==> config.mk <==
export PLATFORM = sky130hd
export DESIGN_NAME = lsu_request
export DESIGN_NICKNAME = d
export VERILOG_FILES = /design/src/design/mem_op_pkg.sv /design/src/design/dbus_pkg.sv /design/src/design/lsu_request.sv
export SDC_FILE = /design/constraint.sdc
export NUM_CORES = 1
export LEC_CHECK = 0
export BUFFER_PORTS_ARGS = -buffer_cell sky130_fd_sc_hd__buf_2
export CORE_AREA = 2 2 46 80
export DETAILED_ROUTE_END_ITERATION = 8
export DIE_AREA = 0 0 48 82
export PLACE_DENSITY = 0.77
export SYNTH_ARGS = -nofsm -noshare
export SYNTH_HDL_FRONTEND = slang
export SYNTH_SLANG_ARGS = --single-unit
export TNS_END_PERCENT = 10
==> constraint.sdc <==
create_clock -name vclk -period 1.3
set_input_delay 0.195 -clock vclk [all_inputs]
set_output_delay 0.195 -clock vclk [all_outputs]
set_load 0.02 [all_outputs]
==> src/design/mem_op_pkg.sv <==
// Memory opcode definitions
package mem_op_pkg;

    // ----------------------------------------
    // Opcode encoding
    // ----------------------------------------

    // Bit 2 set selects zero extension
    // Bits 1..0 carry the access size
    typedef enum logic [2:0] {
        MEM_LB  = 3'b000,
        MEM_LH  = 3'b001,
        MEM_LW  = 3'b010,
        MEM_LBU = 3'b100,
        MEM_LHU = 3'b101
    } mem_op_e;

    // Stores share the size field and ignore bit 2
    localparam mem_op_e MEM_SB = MEM_LB;
    localparam mem_op_e MEM_SH = MEM_LH;
    localparam mem_op_e MEM_SW = MEM_LW;

    // Access size taken from the low opcode bits
    typedef enum logic [1:0] {
        SIZE_BYTE = 2'b00,
        SIZE_HALF = 2'b01,
        SIZE_WORD = 2'b10
    } mem_size_e;

    // ----------------------------------------
    // Helpers
    // ----------------------------------------

    function automatic mem_size_e op_size(input mem_op_e op);
        return mem_size_e'(op[1:0]);
    endfunction

    // High when the load fills upper bits with zeros
    function automatic logic op_is_unsigned(input mem_op_e op);
        return op[2];
    endfunction

endpackage

==> src/design/dbus_pkg.sv <==
// Data bus constants
package dbus_pkg;

    // ----------------------------------------
    // Word geometry
    // ----------------------------------------

    // Data and address word width
    localparam int DATA_WIDTH = 32;

    // Width of one byte lane
    localparam int BYTE_WIDTH = 8;

    // Width of one halfword
    localparam int HALF_WIDTH = 16;

    // ----------------------------------------
    // Byte lanes
    // ----------------------------------------

    // One enable per byte of the word
    localparam int BYTE_LANES = DATA_WIDTH / BYTE_WIDTH;

    // Address bits selecting a byte inside a word
    localparam int LANE_BITS = 2;

    // Halfwords per word, used when copying store data
    localparam int HALF_LANES = DATA_WIDTH / HALF_WIDTH;

endpackage

==> src/design/lsu_request.sv <==
// Load store request formatter
module lsu_request
    import mem_op_pkg::*;
    import dbus_pkg::*;
(
    // Access from the core
    input  logic                  mem_read,
    input  logic                  mem_write,
    input  mem_op_e               mem_op,
    input  logic [DATA_WIDTH-1:0] address,
    input  logic [DATA_WIDTH-1:0] writedata,
    // Request to the data memory
    output logic                  bus_read,
    output logic                  bus_write,
    output logic [DATA_WIDTH-1:0] bus_word_addr,
    output logic [BYTE_LANES-1:0] bus_byte_en,
    output logic [DATA_WIDTH-1:0] bus_writedata,
    // Load tracking toward the aligner
    output logic                  load_accept,
    // Exceptions
    output logic                  load_misaligned,
    output logic                  store_misaligned
);

    mem_size_e                size;
    logic [LANE_BITS-1:0]     byte_offset;
    logic                     addr_misaligned;

    assign size        = op_size(mem_op);
    assign byte_offset = address[LANE_BITS-1:0];

    // ----------------------------------------
    // Alignment check
    // ----------------------------------------

    always_comb begin
        case (size)
            // Word needs both low bits clear
            SIZE_WORD: addr_misaligned = (byte_offset != '0);
            // Halfword only needs bit 0 clear
            SIZE_HALF: addr_misaligned = byte_offset[0];
            // Bytes can sit anywhere
            default:   addr_misaligned = 1'b0;
        endcase
    end

    assign load_misaligned  = mem_read & addr_misaligned;
    assign store_misaligned = mem_write & addr_misaligned;

    // ----------------------------------------
    // Bus strobes and address
    // ----------------------------------------

    // Misaligned access never reaches memory
    assign bus_read  = mem_read & ~addr_misaligned;
    assign bus_write = mem_write & ~addr_misaligned;

    // Same condition marks a load the aligner must finish
    assign load_accept = bus_read;

    // Word-aligned address, low bits forced to zero
    assign bus_word_addr = {address[DATA_WIDTH-1:LANE_BITS], {LANE_BITS{1'b0}}};

    // ----------------------------------------
    // Byte enables
    // ----------------------------------------

    always_comb begin
        case (size)
            SIZE_WORD: bus_byte_en = {BYTE_LANES{1'b1}};
            // Upper or lower half by address bit 1
            SIZE_HALF: bus_byte_en = byte_offset[1] ? 4'b1100 : 4'b0011;
            // Single lane for a byte
            default:   bus_byte_en = BYTE_LANES'(1) << byte_offset;
        endcase
    end

    // ----------------------------------------
    // Store data replication
    // ----------------------------------------

    // Copy the store data into every lane
    // Memory picks the right lane through the enables
    always_comb begin
        case (size)
            SIZE_WORD: bus_writedata = writedata;
            SIZE_HALF: bus_writedata = {HALF_LANES{writedata[HALF_WIDTH-1:0]}};
            default:   bus_writedata = {BYTE_LANES{writedata[BYTE_WIDTH-1:0]}};
        endcase
    end

endmodule

======== After elaboration in Yosys (flattened, before gate mapping) ========
Index checks and enable logic that the tools add are counted.
word-level totals
  flip-flop bits (word level) ............. 0
  word-level logic and storage cells ...... 13
operators by class
  equal/unequal tests ..................... 2
  shift-type cells ........................ 1
  muxes and demuxes ....................... 4
  bitwise logic cells ..................... 5
  reduce and logical (&&, ||, !) cells .... 1
operators with widths
  operator                                         number
  case mux 32 bit (2 select lines)                 1
  case mux 4 bit (2 select lines)                  1
  AND 1 bit                                        4
  two-way mux 4 bit                                1
  << shifter 1 x 2 -> 4 bit, first input constant  1
  == test 2 x 1 -> 1 bit, second input constant    1
  == test 2 bit, second input constant             1
  case mux 1 bit (2 select lines)                  1
  nonzero test 2 bit                               1
  NOT 1 bit                                        1

======== Logic depth before layout (Yosys ltp) ========
  word-level depth ........................ 4
  mapped depth ............................ 7
  depth with buffers taken out ............ 5

======== Worst setup path before layout ========
No wires, ideal clock.
  kind .................................... input to output
  start ................................... in mem_op[0]
  end ..................................... out load_accept
  arrival time ............................ 1.358 ns
  data required time ...................... 1.105 ns
  setup slack ............................. -0.253 ns
  cell stages on the path ................. 6
  path buffers ............................ 2
  path through ............................ inv_1 -> ha_1 -> buf_4 -> a21oi_1 -> nor2b_1 -> buf_4
on the way
  cells in the longest elaborated chain, start to end .. 4
  elaborated cells on any way between the ends .. 5
RTL lines
  what                                                     RTL line           source
  start: declaration                                       lsu_request.sv:9   input mem_op_e mem_op,
  == test 2 x 1 -> 1 bit or == test 2 bit (tied branches)  lsu_request.sv:37  case (size)
  case mux 1 bit (2 select lines) *                        lsu_request.sv:37
  NOT 1 bit *                                              lsu_request.sv:55  assign bus_read = mem_read & ~addr_misaligned;
  AND 1 bit *                                              lsu_request.sv:55
  end: declaration                                         lsu_request.sv:19  output logic load_accept,
Every way passes the cells marked *; elsewhere a longest branch is shown, timed or not.

======== Worst setup path after layout ========
  start ................................... in mem_op[0]
  end ..................................... out bus_writedata[23]
on the way
  cells in the longest elaborated chain, start to end .. 2
  elaborated cells on any way between the ends .. 3
RTL lines
  what                                                     RTL line           source
  == test 2 x 1 -> 1 bit or == test 2 bit (tied branches)  lsu_request.sv:85  case (size)
  case mux 32 bit (2 select lines) *                       lsu_request.sv:85
  end: declaration                                         lsu_request.sv:17  output logic [DATA_WIDTH-1:0] bus_writedata,
Marked as above.

==> reports/qor.csv <==
metric,value,unit
yosys.area_share.simple,0.1750,
power_frac_seq,0,
hold_path_class,input pin to output pin,
fin_crit,1487,ps
seq_area,0,um2
yosys-top-cells-area,"buf_4, o21ai_1, a22o_1",
place_congestion,0.6540,
initial_core_util,0.2470,
dpl.cell_count,211,
drt-initial-drc-count,9,
critPathMaxStageDelay,270,ps
drt-vias-per-instance,4.609,
vias,991,
fmax,672.4,MHz
wl_per_cell,13.01,um
synth-xor-area-share,0,
synth_top_cell_area_share,0.3927,
dieWidth,48,um
hold_start,address[19],
io_pins,142,
design.seq.count,0,
design_area,1271,um2
clkbuf_count,0,
holdWs,390.0,ps
final_max_slew_viol_count,0,
dpl.hpwl,2262,um
drc,0,
synth.area.mux_share,0,
finalSetupViolations,33,
syn2layout_area_growth,54.64,%
startpoint,mem_op[0],
place_area,1031,um2
grt_use_total,0.1243,
violations,negative setup slack,
finalSetupTns,-3617,ps
drtAntennaViolNets,0,
internal_power,0.0003307,W
nets,244,
yosysWarnings,0,
power.leakage,0.6618,nW
synth_compound_area_frac,0.3105,
drv_cap,0,
crit_chain,buf_8 -> inv_6 -> ha_4 -> buf_6 -> or2_4 -> a22o_1 -> buf_6,
grt-ovfl-total,0,
post-place-ws,-479.7,ps
fp.dieArea,3936,um2
dr.pass1.iters,4,
grt_max_degree,13,
rows,28,
combPwrFrac,1.000,
p_sw,0.0003884,W
crit_top_cell,buf_6,
drt_wl_total,2798,um
cp.arrival,1290,ps
synth_cells,123,
coreArea,3328,um2
syn_area,822.0,um2
critPathMaxFanout,8,
n_fill_cell,360,
instances_no_fill,215,
cp-start-kind,input pin,
grt_pass1_wl,3698,um
rsz0062_at_grt,yes,
power_density,565.7,nW/um2
swShare,0.5402,
hold_buffers,0,
setup_ws,-187.2,ps
status,"finished, violations left",
grt_pass1_vias,879,
avgSynthCellArea,6.683,um2
yosys.cell_types.count,21,
hold_viol_final,0,
diodes,0,
end_kind,output pin,
ir_drop,0.1961,mV
numPortBuffers,79,
grt_antenna_before_repair,0,
power_frac_clock,0,
period_share,1.144,
crit_slowest_cell,or2_4,
synth_largest_area_cell,buf_4,
synthAdderAreaFrac,0.04566,
cp.required,1110,ps
die_h,82,um
worstSetupPathType,input pin to output pin,
drive_above_1_share,0.7353,
yosysSeqAreaShare,0,
synth_top_family_by_area,buffers and inverters,
## layer usage
metal,vias to the layer above,part of all wire,global-route usage
li1,471,-,-
met1,443,0.31,0.1039
met2,55,0.56,0.2560
met3,22,0.079,0
met4,0,0.055,0.07297
met5,-,0,0
## power groups by stage
stage               logic, W  clock network (W)  registers, W
floorplan           0.000521                  0             0
global placement    0.000581                  0             0
detailed placement  0.000587                  0             0
CTS                 0.000656                  0             0
global route        0.000777                  0             0
finish              0.000719                  0             0
## per-stage QoR
| stage | util | power [W] |
|---|---|---|
| floorplan | - | 0.0005208 |
| CTS | 0.3462 | 0.0006563 |
| global route | 0.3820 | 0.0007767 |
| finish | 0.3820 | 0.0007191 |
| detailed placement | 0.3098 | 0.0005867 |
| global placement | 0.3098 | 0.0005811 |
## final timing paths
path / to / slack, ps / cells past startpoint
worst max-delay path: bus_writedata[23] / -190 / 7
worst min-delay path: bus_word_addr[19] / 390 / 0
## layout make-up
cell class         instances  area [um2]  share of cell area
inverters                  3       16.27             0.01280
well taps                 45       56.30             0.04429
multi-input cells         72       561.8              0.4419
repair buffers            95       636.9              0.5010
## cells in the final DEF (no fill, tap or decap), types with 2 or more instances in the layout
cell type / synthesis / layout
a22oi_1: 8 / 6
ha_4: 0 / 2
buf_6: 3 / 15
a22o_1: 8 / 8
and2_2: 0 / 2
or2_4: 0 / 2
buf_4: 43 / 23
nand2_2: 8 / 8
a21oi_4: 0 / 2
nor2b_4: 0 / 2
nor2b_1: 4 / 2
o21ai_2: 0 / 4
buf_2: 1 / 56
nand2_1: 10 / 9
a22oi_2: 0 / 2
conb_1: 1 / 2
o21ai_1: 15 / 14
o22ai_2: 0 / 2
## cell usage after synthesis (2+ instances only)
master and number:
a21oi_1 2, a22o_1 8, a22oi_1 8, and2_1 2, buf_4 43, buf_6 3
ha_1 3, inv_1 3, nand2_1 10, nand2_2 8, nor2b_1 4, o21ai_0 4
o21ai_1 15, o22ai_1 2, or2_1 2
## worst max-delay path: cells and delay by family
kind | cells | cell delay [ps]
adder cells (fa/ha/maj) | 1 | 190
AND/OR/NAND/NOR | 1 | 270
AO/OA/AOI/OAI | 1 | 230
buffers and inverters | 4 | 400
## kinds of logic (layout without fill, tap and decap cells)
logic type	after synthesis	in the layout
buffers and inverters	52	98
AO/OA/AOI/OAI	40	40
AND/OR/NAND/NOR	27	27
adder cells (fa/ha/maj)	3	3
other	1	2
## repair_timing
action | 4_1_cts | 5_1_grt
gates cloned | 1 | 0
setup endpoints to repair | 33 | 33
pin swaps | 5 | 6
gates resized for setup | 29 | 33
buffers inserted | 2 | 1
(Power assumes the default switching activity.)
