==> config.mk <==
export PLATFORM = sky130hd
export DESIGN_NAME = lsu_load_align
export DESIGN_NICKNAME = d
export VERILOG_FILES = /design/src/design/mem_op_pkg.sv /design/src/design/dbus_pkg.sv /design/src/design/lsu_load_align.sv
export SDC_FILE = /design/constraint.sdc
export NUM_CORES = 1
export LEC_CHECK = 0
export ABC_AREA = 0
export ABC_CLOCK_PERIOD_IN_PS = 3950
export BUFFER_PORTS_ARGS = -buffer_cell sky130_fd_sc_hd__buf_2
export CAP_MARGIN = 20
export CORE_MARGIN = 10
export CORE_UTILIZATION = 39
export CTS_CLUSTER_DIAMETER = 100
export DETAILED_ROUTE_END_ITERATION = 16
export PLACE_DENSITY = 0.94
export SYNTH_ARGS = -nofsm -noshare
export SYNTH_HDL_FRONTEND = slang
export SYNTH_SLANG_ARGS = --single-unit
==> constraint.sdc <==
create_clock -name clk -period 3.95 [get_ports clk]
set_input_delay 0.5925 -clock clk [delete_from_list [all_inputs] [get_ports clk]]
set_output_delay 0.5925 -clock clk [all_outputs]
set_load 0.05 [all_outputs]
==> src/design/mem_op_pkg.sv <==
// Memory opcode definitions
package mem_op_pkg;

    // ----------------------------------------
    // Opcode encoding
    // ----------------------------------------

    // Bit 2 set selects zero extension
    // Bits 1..0 carry the access size
    typedef enum logic [2:0] {
        MEM_LB  = 3'b000,
        MEM_LH  = 3'b001,
        MEM_LW  = 3'b010,
        MEM_LBU = 3'b100,
        MEM_LHU = 3'b101
    } mem_op_e;

    // Stores share the size field and ignore bit 2
    localparam mem_op_e MEM_SB = MEM_LB;
    localparam mem_op_e MEM_SH = MEM_LH;
    localparam mem_op_e MEM_SW = MEM_LW;

    // Access size taken from the low opcode bits
    typedef enum logic [1:0] {
        SIZE_BYTE = 2'b00,
        SIZE_HALF = 2'b01,
        SIZE_WORD = 2'b10
    } mem_size_e;

    // ----------------------------------------
    // Helpers
    // ----------------------------------------

    function automatic mem_size_e op_size(input mem_op_e op);
        return mem_size_e'(op[1:0]);
    endfunction

    // High when the load fills upper bits with zeros
    function automatic logic op_is_unsigned(input mem_op_e op);
        return op[2];
    endfunction

endpackage

==> src/design/dbus_pkg.sv <==
// Data bus constants
package dbus_pkg;

    // ----------------------------------------
    // Word geometry
    // ----------------------------------------

    // Data and address word width
    localparam int DATA_WIDTH = 32;

    // Width of one byte lane
    localparam int BYTE_WIDTH = 8;

    // Width of one halfword
    localparam int HALF_WIDTH = 16;

    // ----------------------------------------
    // Byte lanes
    // ----------------------------------------

    // One enable per byte of the word
    localparam int BYTE_LANES = DATA_WIDTH / BYTE_WIDTH;

    // Address bits selecting a byte inside a word
    localparam int LANE_BITS = 2;

    // Halfwords per word, used when copying store data
    localparam int HALF_LANES = DATA_WIDTH / HALF_WIDTH;

endpackage

==> src/design/lsu_load_align.sv <==
// Load data aligner
module lsu_load_align
    import mem_op_pkg::*;
    import dbus_pkg::*;
(
    input  logic                  clk,
    input  logic                  rst,
    // Issue side
    input  logic                  load_accept,
    input  mem_op_e               mem_op,
    input  logic [LANE_BITS-1:0]  lane_offset,
    // Return side from memory
    input  logic [DATA_WIDTH-1:0] bus_readdata,
    // Result to the core
    output logic [DATA_WIDTH-1:0] readdata,
    output logic                  readdatavalid
);

    // Load context held for the return cycle
    mem_op_e                  op_q;
    logic [LANE_BITS-1:0]     offset_q;
    logic                     pending;

    // Lane picks from the returned word
    logic [HALF_WIDTH-1:0]    half_sel;
    logic [BYTE_WIDTH-1:0]    byte_sel;
    logic                     sign_fill;

    // ----------------------------------------
    // Issue cycle capture
    // ----------------------------------------

    // One result per accepted load, one cycle later
    always_ff @(posedge clk) begin
        if (rst) begin
            pending <= 1'b0;
        end else begin
            pending <= load_accept;
        end
    end

    // Opcode and offset only matter while pending
    always_ff @(posedge clk) begin
        if (load_accept) begin
            op_q     <= mem_op;
            offset_q <= lane_offset;
        end
    end

    assign readdatavalid = pending;

    // ----------------------------------------
    // Return cycle alignment
    // ----------------------------------------

    // Half chosen by the upper offset bit
    assign half_sel = offset_q[LANE_BITS-1] ? bus_readdata[DATA_WIDTH-1:HALF_WIDTH]
                                            : bus_readdata[HALF_WIDTH-1:0];

    // Byte chosen by the full offset
    assign byte_sel = bus_readdata[offset_q*BYTE_WIDTH +: BYTE_WIDTH];

    always_comb begin
        sign_fill = 1'b0;
        case (op_size(op_q))
            SIZE_WORD: begin
                readdata = bus_readdata;
            end
            SIZE_HALF: begin
                // LH copies bit 15 of the half, LHU fills zeros
                sign_fill = ~op_is_unsigned(op_q) & half_sel[HALF_WIDTH-1];
                readdata  = {{(DATA_WIDTH-HALF_WIDTH){sign_fill}}, half_sel};
            end
            default: begin
                // LB copies bit 7 of the byte, LBU fills zeros
                sign_fill = ~op_is_unsigned(op_q) & byte_sel[BYTE_WIDTH-1];
                readdata  = {{(DATA_WIDTH-BYTE_WIDTH){sign_fill}}, byte_sel};
            end
        endcase
    end

endmodule

# Yosys cells after proc, flatten, opt, wreduce, memory -nomap -nowiden
# Cells that the tools add are included.
# op_classes
n_addsub,0
mul,0
div,0
n_lt_le_gt_ge,0
eq_ne,2
shifts,1
n_mux,2
bitwise,3
n_reduce_logical,0
# op_table
operator,count
$pmux 32 s2,1
$shiftx 32x6->8,1
$mux 16,1
$and 1x1->1,2
$eq 2x1->1 const B,1
$eq 2x2->1 const B,1
$not 1->1,1
# totals
regBits,6
latchBits,0
ram_bits,0
romBits,0
inputBits,40
out_inout_bits,33
word_cells,11
mem_count,0

# Logic depth before layout (Yosys ltp)
# depth
ltp_word,3
ltp_mapped,9

# Worst setup path after synthesis
# No wires, ideal clock.
# synth_timing
kind,register -> output
from,register offset_q[1]
to,output port readdata[7]
arrival_time_ps,1968
setup_slack_ps,1390
stages_incl_launch_ff,6
path_buffers,1
cell_sequence,edfxtp_1 buf_2 inv_1 a21o_1 a32oi_1 o21ai_0
# synth_between
elab_chain_len,2
word_cells_on_any_way,3
cone_classes,1 x shift; 2 x mux
# synth_rtl
item,line_no,text
from (decl),lsu_load_align.sv:21,logic [LANE_BITS-1:0] offset_q;
from (signal assigned),lsu_load_align.sv:46,offset_q <= lane_offset;
$shiftx 32x6->8 / $mux 16 (equally long branches),"lsu_load_align.sv:61, lsu_load_align.sv:57",
$pmux 32 s2 *,lsu_load_align.sv:65,case (op_size(op_q))
to (decl),lsu_load_align.sv:15,"output logic [DATA_WIDTH-1:0] readdata,"
# Mark *: on every way between the ends. The rest lies on a longest branch, timed or not.

# Worst setup path in the final report
# layout_timing
from,register op_q[0]
to,output port readdata[2]
# layout_between
elab_chain_len,2
word_cells_on_any_way,3
cone_classes,2 x eq/ne; 1 x mux
# layout_rtl
item,line_no,text
from (decl),lsu_load_align.sv:20,mem_op_e op_q;
from (signal assigned),lsu_load_align.sv:45,op_q <= mem_op;
$eq 2x1->1 / $eq 2x2->1 (equally long branches),n/a,
$pmux 32 s2 *,lsu_load_align.sv:65,
# Marks and branches as above.

==> summary.md <==
| Metric | Value |
|---|---|
| Outcome | finished clean |
| Final Hold Vio Count | 0 |
| Overflow after GRT | 0 |
| Post-Synthesis Cell Area | 787 um^2 |
| Number of buffers added on ports | 72 |
| Final hold slack | 0.511 ns |
| Area fraction of the dominant cell type after synthesis | 0.191 |
| Chip width | 64.9 um |
| Main combinational cell family by area after synthesis | compound AO/OA/AOI/OAI gates |
| P_sw | 306 uW |
| Inserted Diodes | 0 |
| Clock buffer depth | 2 |
| CP Data Required Time | 3.36 ns |
| FP Rows | 16 |
| Vias in the first global route | 1,111 |
| Fin nets | 214 |
| Die H | 64.9 um |
| Hold Path Stages | 2 |
| CTS Sinks | 6 |
| Mux share of post-synthesis cell area | 0.126 |
| Post-synth EDFFs | 5 |
| Clock root cell | clkbuf_4 |
| CP Capture Type | output pin |
| Mean post-synth cell area | 7.79 um^2 |
| Pint | 209 uW |
| Most common cell in the synthesized netlist | nand2_1 |
| Die Area | 4210 um^2 |
| CP Data Arrival Time | 2.56 ns |
| Leading area contributor after synthesis | edfxtp_1 |
| Via/cell ratio | 5.34 |
| Max Cap Viol | 0 |
| Layout cells sized above 1 | 0.509 |
| Final min period | 3.15 ns |
| GP Congestion | 0.829 |
| Post-synthesis xor/xnor area fraction | 0 |
| Logic gate share of total power | 0.725 |
| Via count | 1,058 |
| Post-CTS Setup Repair Bufs | 0 |
| Compound-Gate Fraction of Synth Area | 0.286 |
| Post-synthesis sequential area ratio | 0.216 |
| Starting Density | 0.405 |
| Syn Nets | 143 |
| Core Footprint | 1940 um^2 |
| Detailed Routing Iterations Pass 1 | 4 |
| DR DRC count | 0 |
| Clock Pin Slew Worst Setup and Hold Paths | 0.04 ns |
| Routed Antenna Nets | 0 |
| Power per Cell Area | 437 nW/um^2 |
| Share of flip-flops with an asynchronous set or reset | 0 |
| Wire per inst | 16.5 um |
| Sw Share | 0.595 |
| Setup Viol. Count Final | 0 |
| Synth top cells by count | nand2_1 (35), a221o_1 (14), nor2b_1 (10) |
| CTS tree | yes |
| Final Cycle Share | 0.798 |
| Slew margin rel. | 0.571 |
| Pre-CTS WS | 1.06 ns |
| Worst Hold Class | primary input to flop |
| H-tree depth | 1 |
| Hold Buf Count CTS | 0 |
| Post-synthesis simple-gate area fraction | 0.273 |
| Mapped Cells | 101 |
| CTS Buf Count | 3 |
| Post-DP HPWL | 2800 um |
| Ys flop type | edfxtp_1 |
| First-pass GRT wire length | 5130 um |
| Largest net degree at the start of global routing | 25 |
| Seq pwr share | 0.156 |
| Post-Synth Adder-Cell Area | 0.0318 |
| Initial drt markers | 79 |
| Fill count | 202 |
| Ranking of synthesized cells by area | edfxtp_1 (19%), a221o_1 (18%), nand2_1 (17%) |
| Fin. max-slew vios | 0 |
| Worst Max-Slew Pin Slew | 0.642 ns |
| Final worst slack | 0.799 ns |
| Yosys cell types | 25 |
| Seq cells post-synth | 6 |
| Warnings, synthesis | 0 |
| Fin Setup TNS | 0 ns |
| Final WL | 3270 um |
| Startpoint types | flop |
| Initial antenna violation count | 0 |
| Crit-path max FO | 9 |
| Leakage | 0.000690 uW |
| IO Count | 73 |
| Fmax achieved | 317 MHz |
| Clk network pwr share | 0.118 |
| GRT Overall Usage | 0.146 |
| Worst-case vdd ir drop | 0.000299 V |
| Area occupied by multi-input gates | 564 um^2 |
| Post-CTS sizing | 0 |
| RSZ-0062 raised after global routing | no |
| Register area | 170 um^2 |
| Worst Setup Path Type | flop to output pin |
| Area delta synth->final | 49.6% |
final timing paths:
check | startpoint | to | slack (ns)
setup / recovery | op_q[0] | readdata[2] | 0.80
hold / removal | rst | readdatavalid | 0.51
power by group through the flow:
| stage | Combinational, uW | Sequential [uW] | Clock, uW |
|---|---|---|---|
| floorplan | 285 | 79.9 | 0 |
| global route | 391 | 81.1 | 71.1 |
| CTS | 374 | 80.4 | 63.0 |
| global placement | 366 | 80.8 | 0 |
| detailed placement | 374 | 81.5 | 0 |
| finish | 374 | 80.6 | 60.9 |
critical path, cell delays in order, from the launching register on:
cell and delay [ns]:
edfxtp_1 0.34, inv_1 0.05, ha_1 0.41, nor2b_1 0.56
a21oi_2 0.09, nor2_1 0.37, a221o_1 0.23, buf_2 0.26
layout by cell type, fill, tap and decap left out:
| cell type | synthesis | layout |
|---|---|---|
| buf_2 | 3 | 72 |
| nand2_1 | 35 | 35 |
| a221o_1 | 14 | 14 |
| nor2b_1 | 10 | 10 |
| mux2_2 | 7 | 7 |
| edfxtp_1 | 5 | 5 |
| inv_1 | 4 | 4 |
| clkbuf_4 | 0 | 3 |
| mux2i_1 | 2 | 2 |
| a32oi_1 | 2 | 2 |
| ha_1 | 2 | 2 |
| a21oi_1 | 1 | 1 |
| nand2b_1 | 1 | 1 |
| or3_1 | 1 | 1 |
| o31a_2 | 1 | 1 |
| a21o_1 | 1 | 1 |
| o31ai_2 | 1 | 1 |
| o21bai_1 | 1 | 1 |
| nand3_1 | 1 | 1 |
| o21ai_0 | 1 | 1 |
| a21oi_2 | 1 | 1 |
| o21bai_2 | 1 | 1 |
| nor2_1 | 1 | 1 |
| clkbuf_1 | 3 | 1 |
| buf_4 | 0 | 1 |
| dfxtp_1 | 1 | 1 |
metrics by stage:
stage	power, uW	utilization	cells	instance area (um^2)
after global placement	447	0.593	194	1150
after global routing	544	0.606	198	1180
final	515	0.606	198	1180
after CTS	517	0.606	198	1180
after detailed placement	455	0.593	194	1150
after floorplan	365	-	101	787
registers in the layout, summed over array words and instances, names as in the netlist:
name and count:
op_q 3, offset_q 2, readdatavalid 1
metal layers:
metal  vias up  wire length (um)  track usage
met5         -                 0            0
met4         0                51       0.0615
met3         6               387       0.0584
met2        63              1580        0.275
met1       480              1250        0.137
li1        509                 -            -
area by class of cell:
class	instances	area share
well taps	27	0.0287
inverters	4	0.0128
clock buffers	4	0.0223
multi-input cells	84	0.479
repair buffers	73	0.312
flip-flops and latches	6	0.145
logic make-up after synthesis:
logic type,Yosys count
DFF,6
and+or+nand+nor,49
adders and majority gates,2
buffers and inverters,11
muxes,9
AOI/OAI and AO/OA,24
Power figures use the tool's default switching activity.
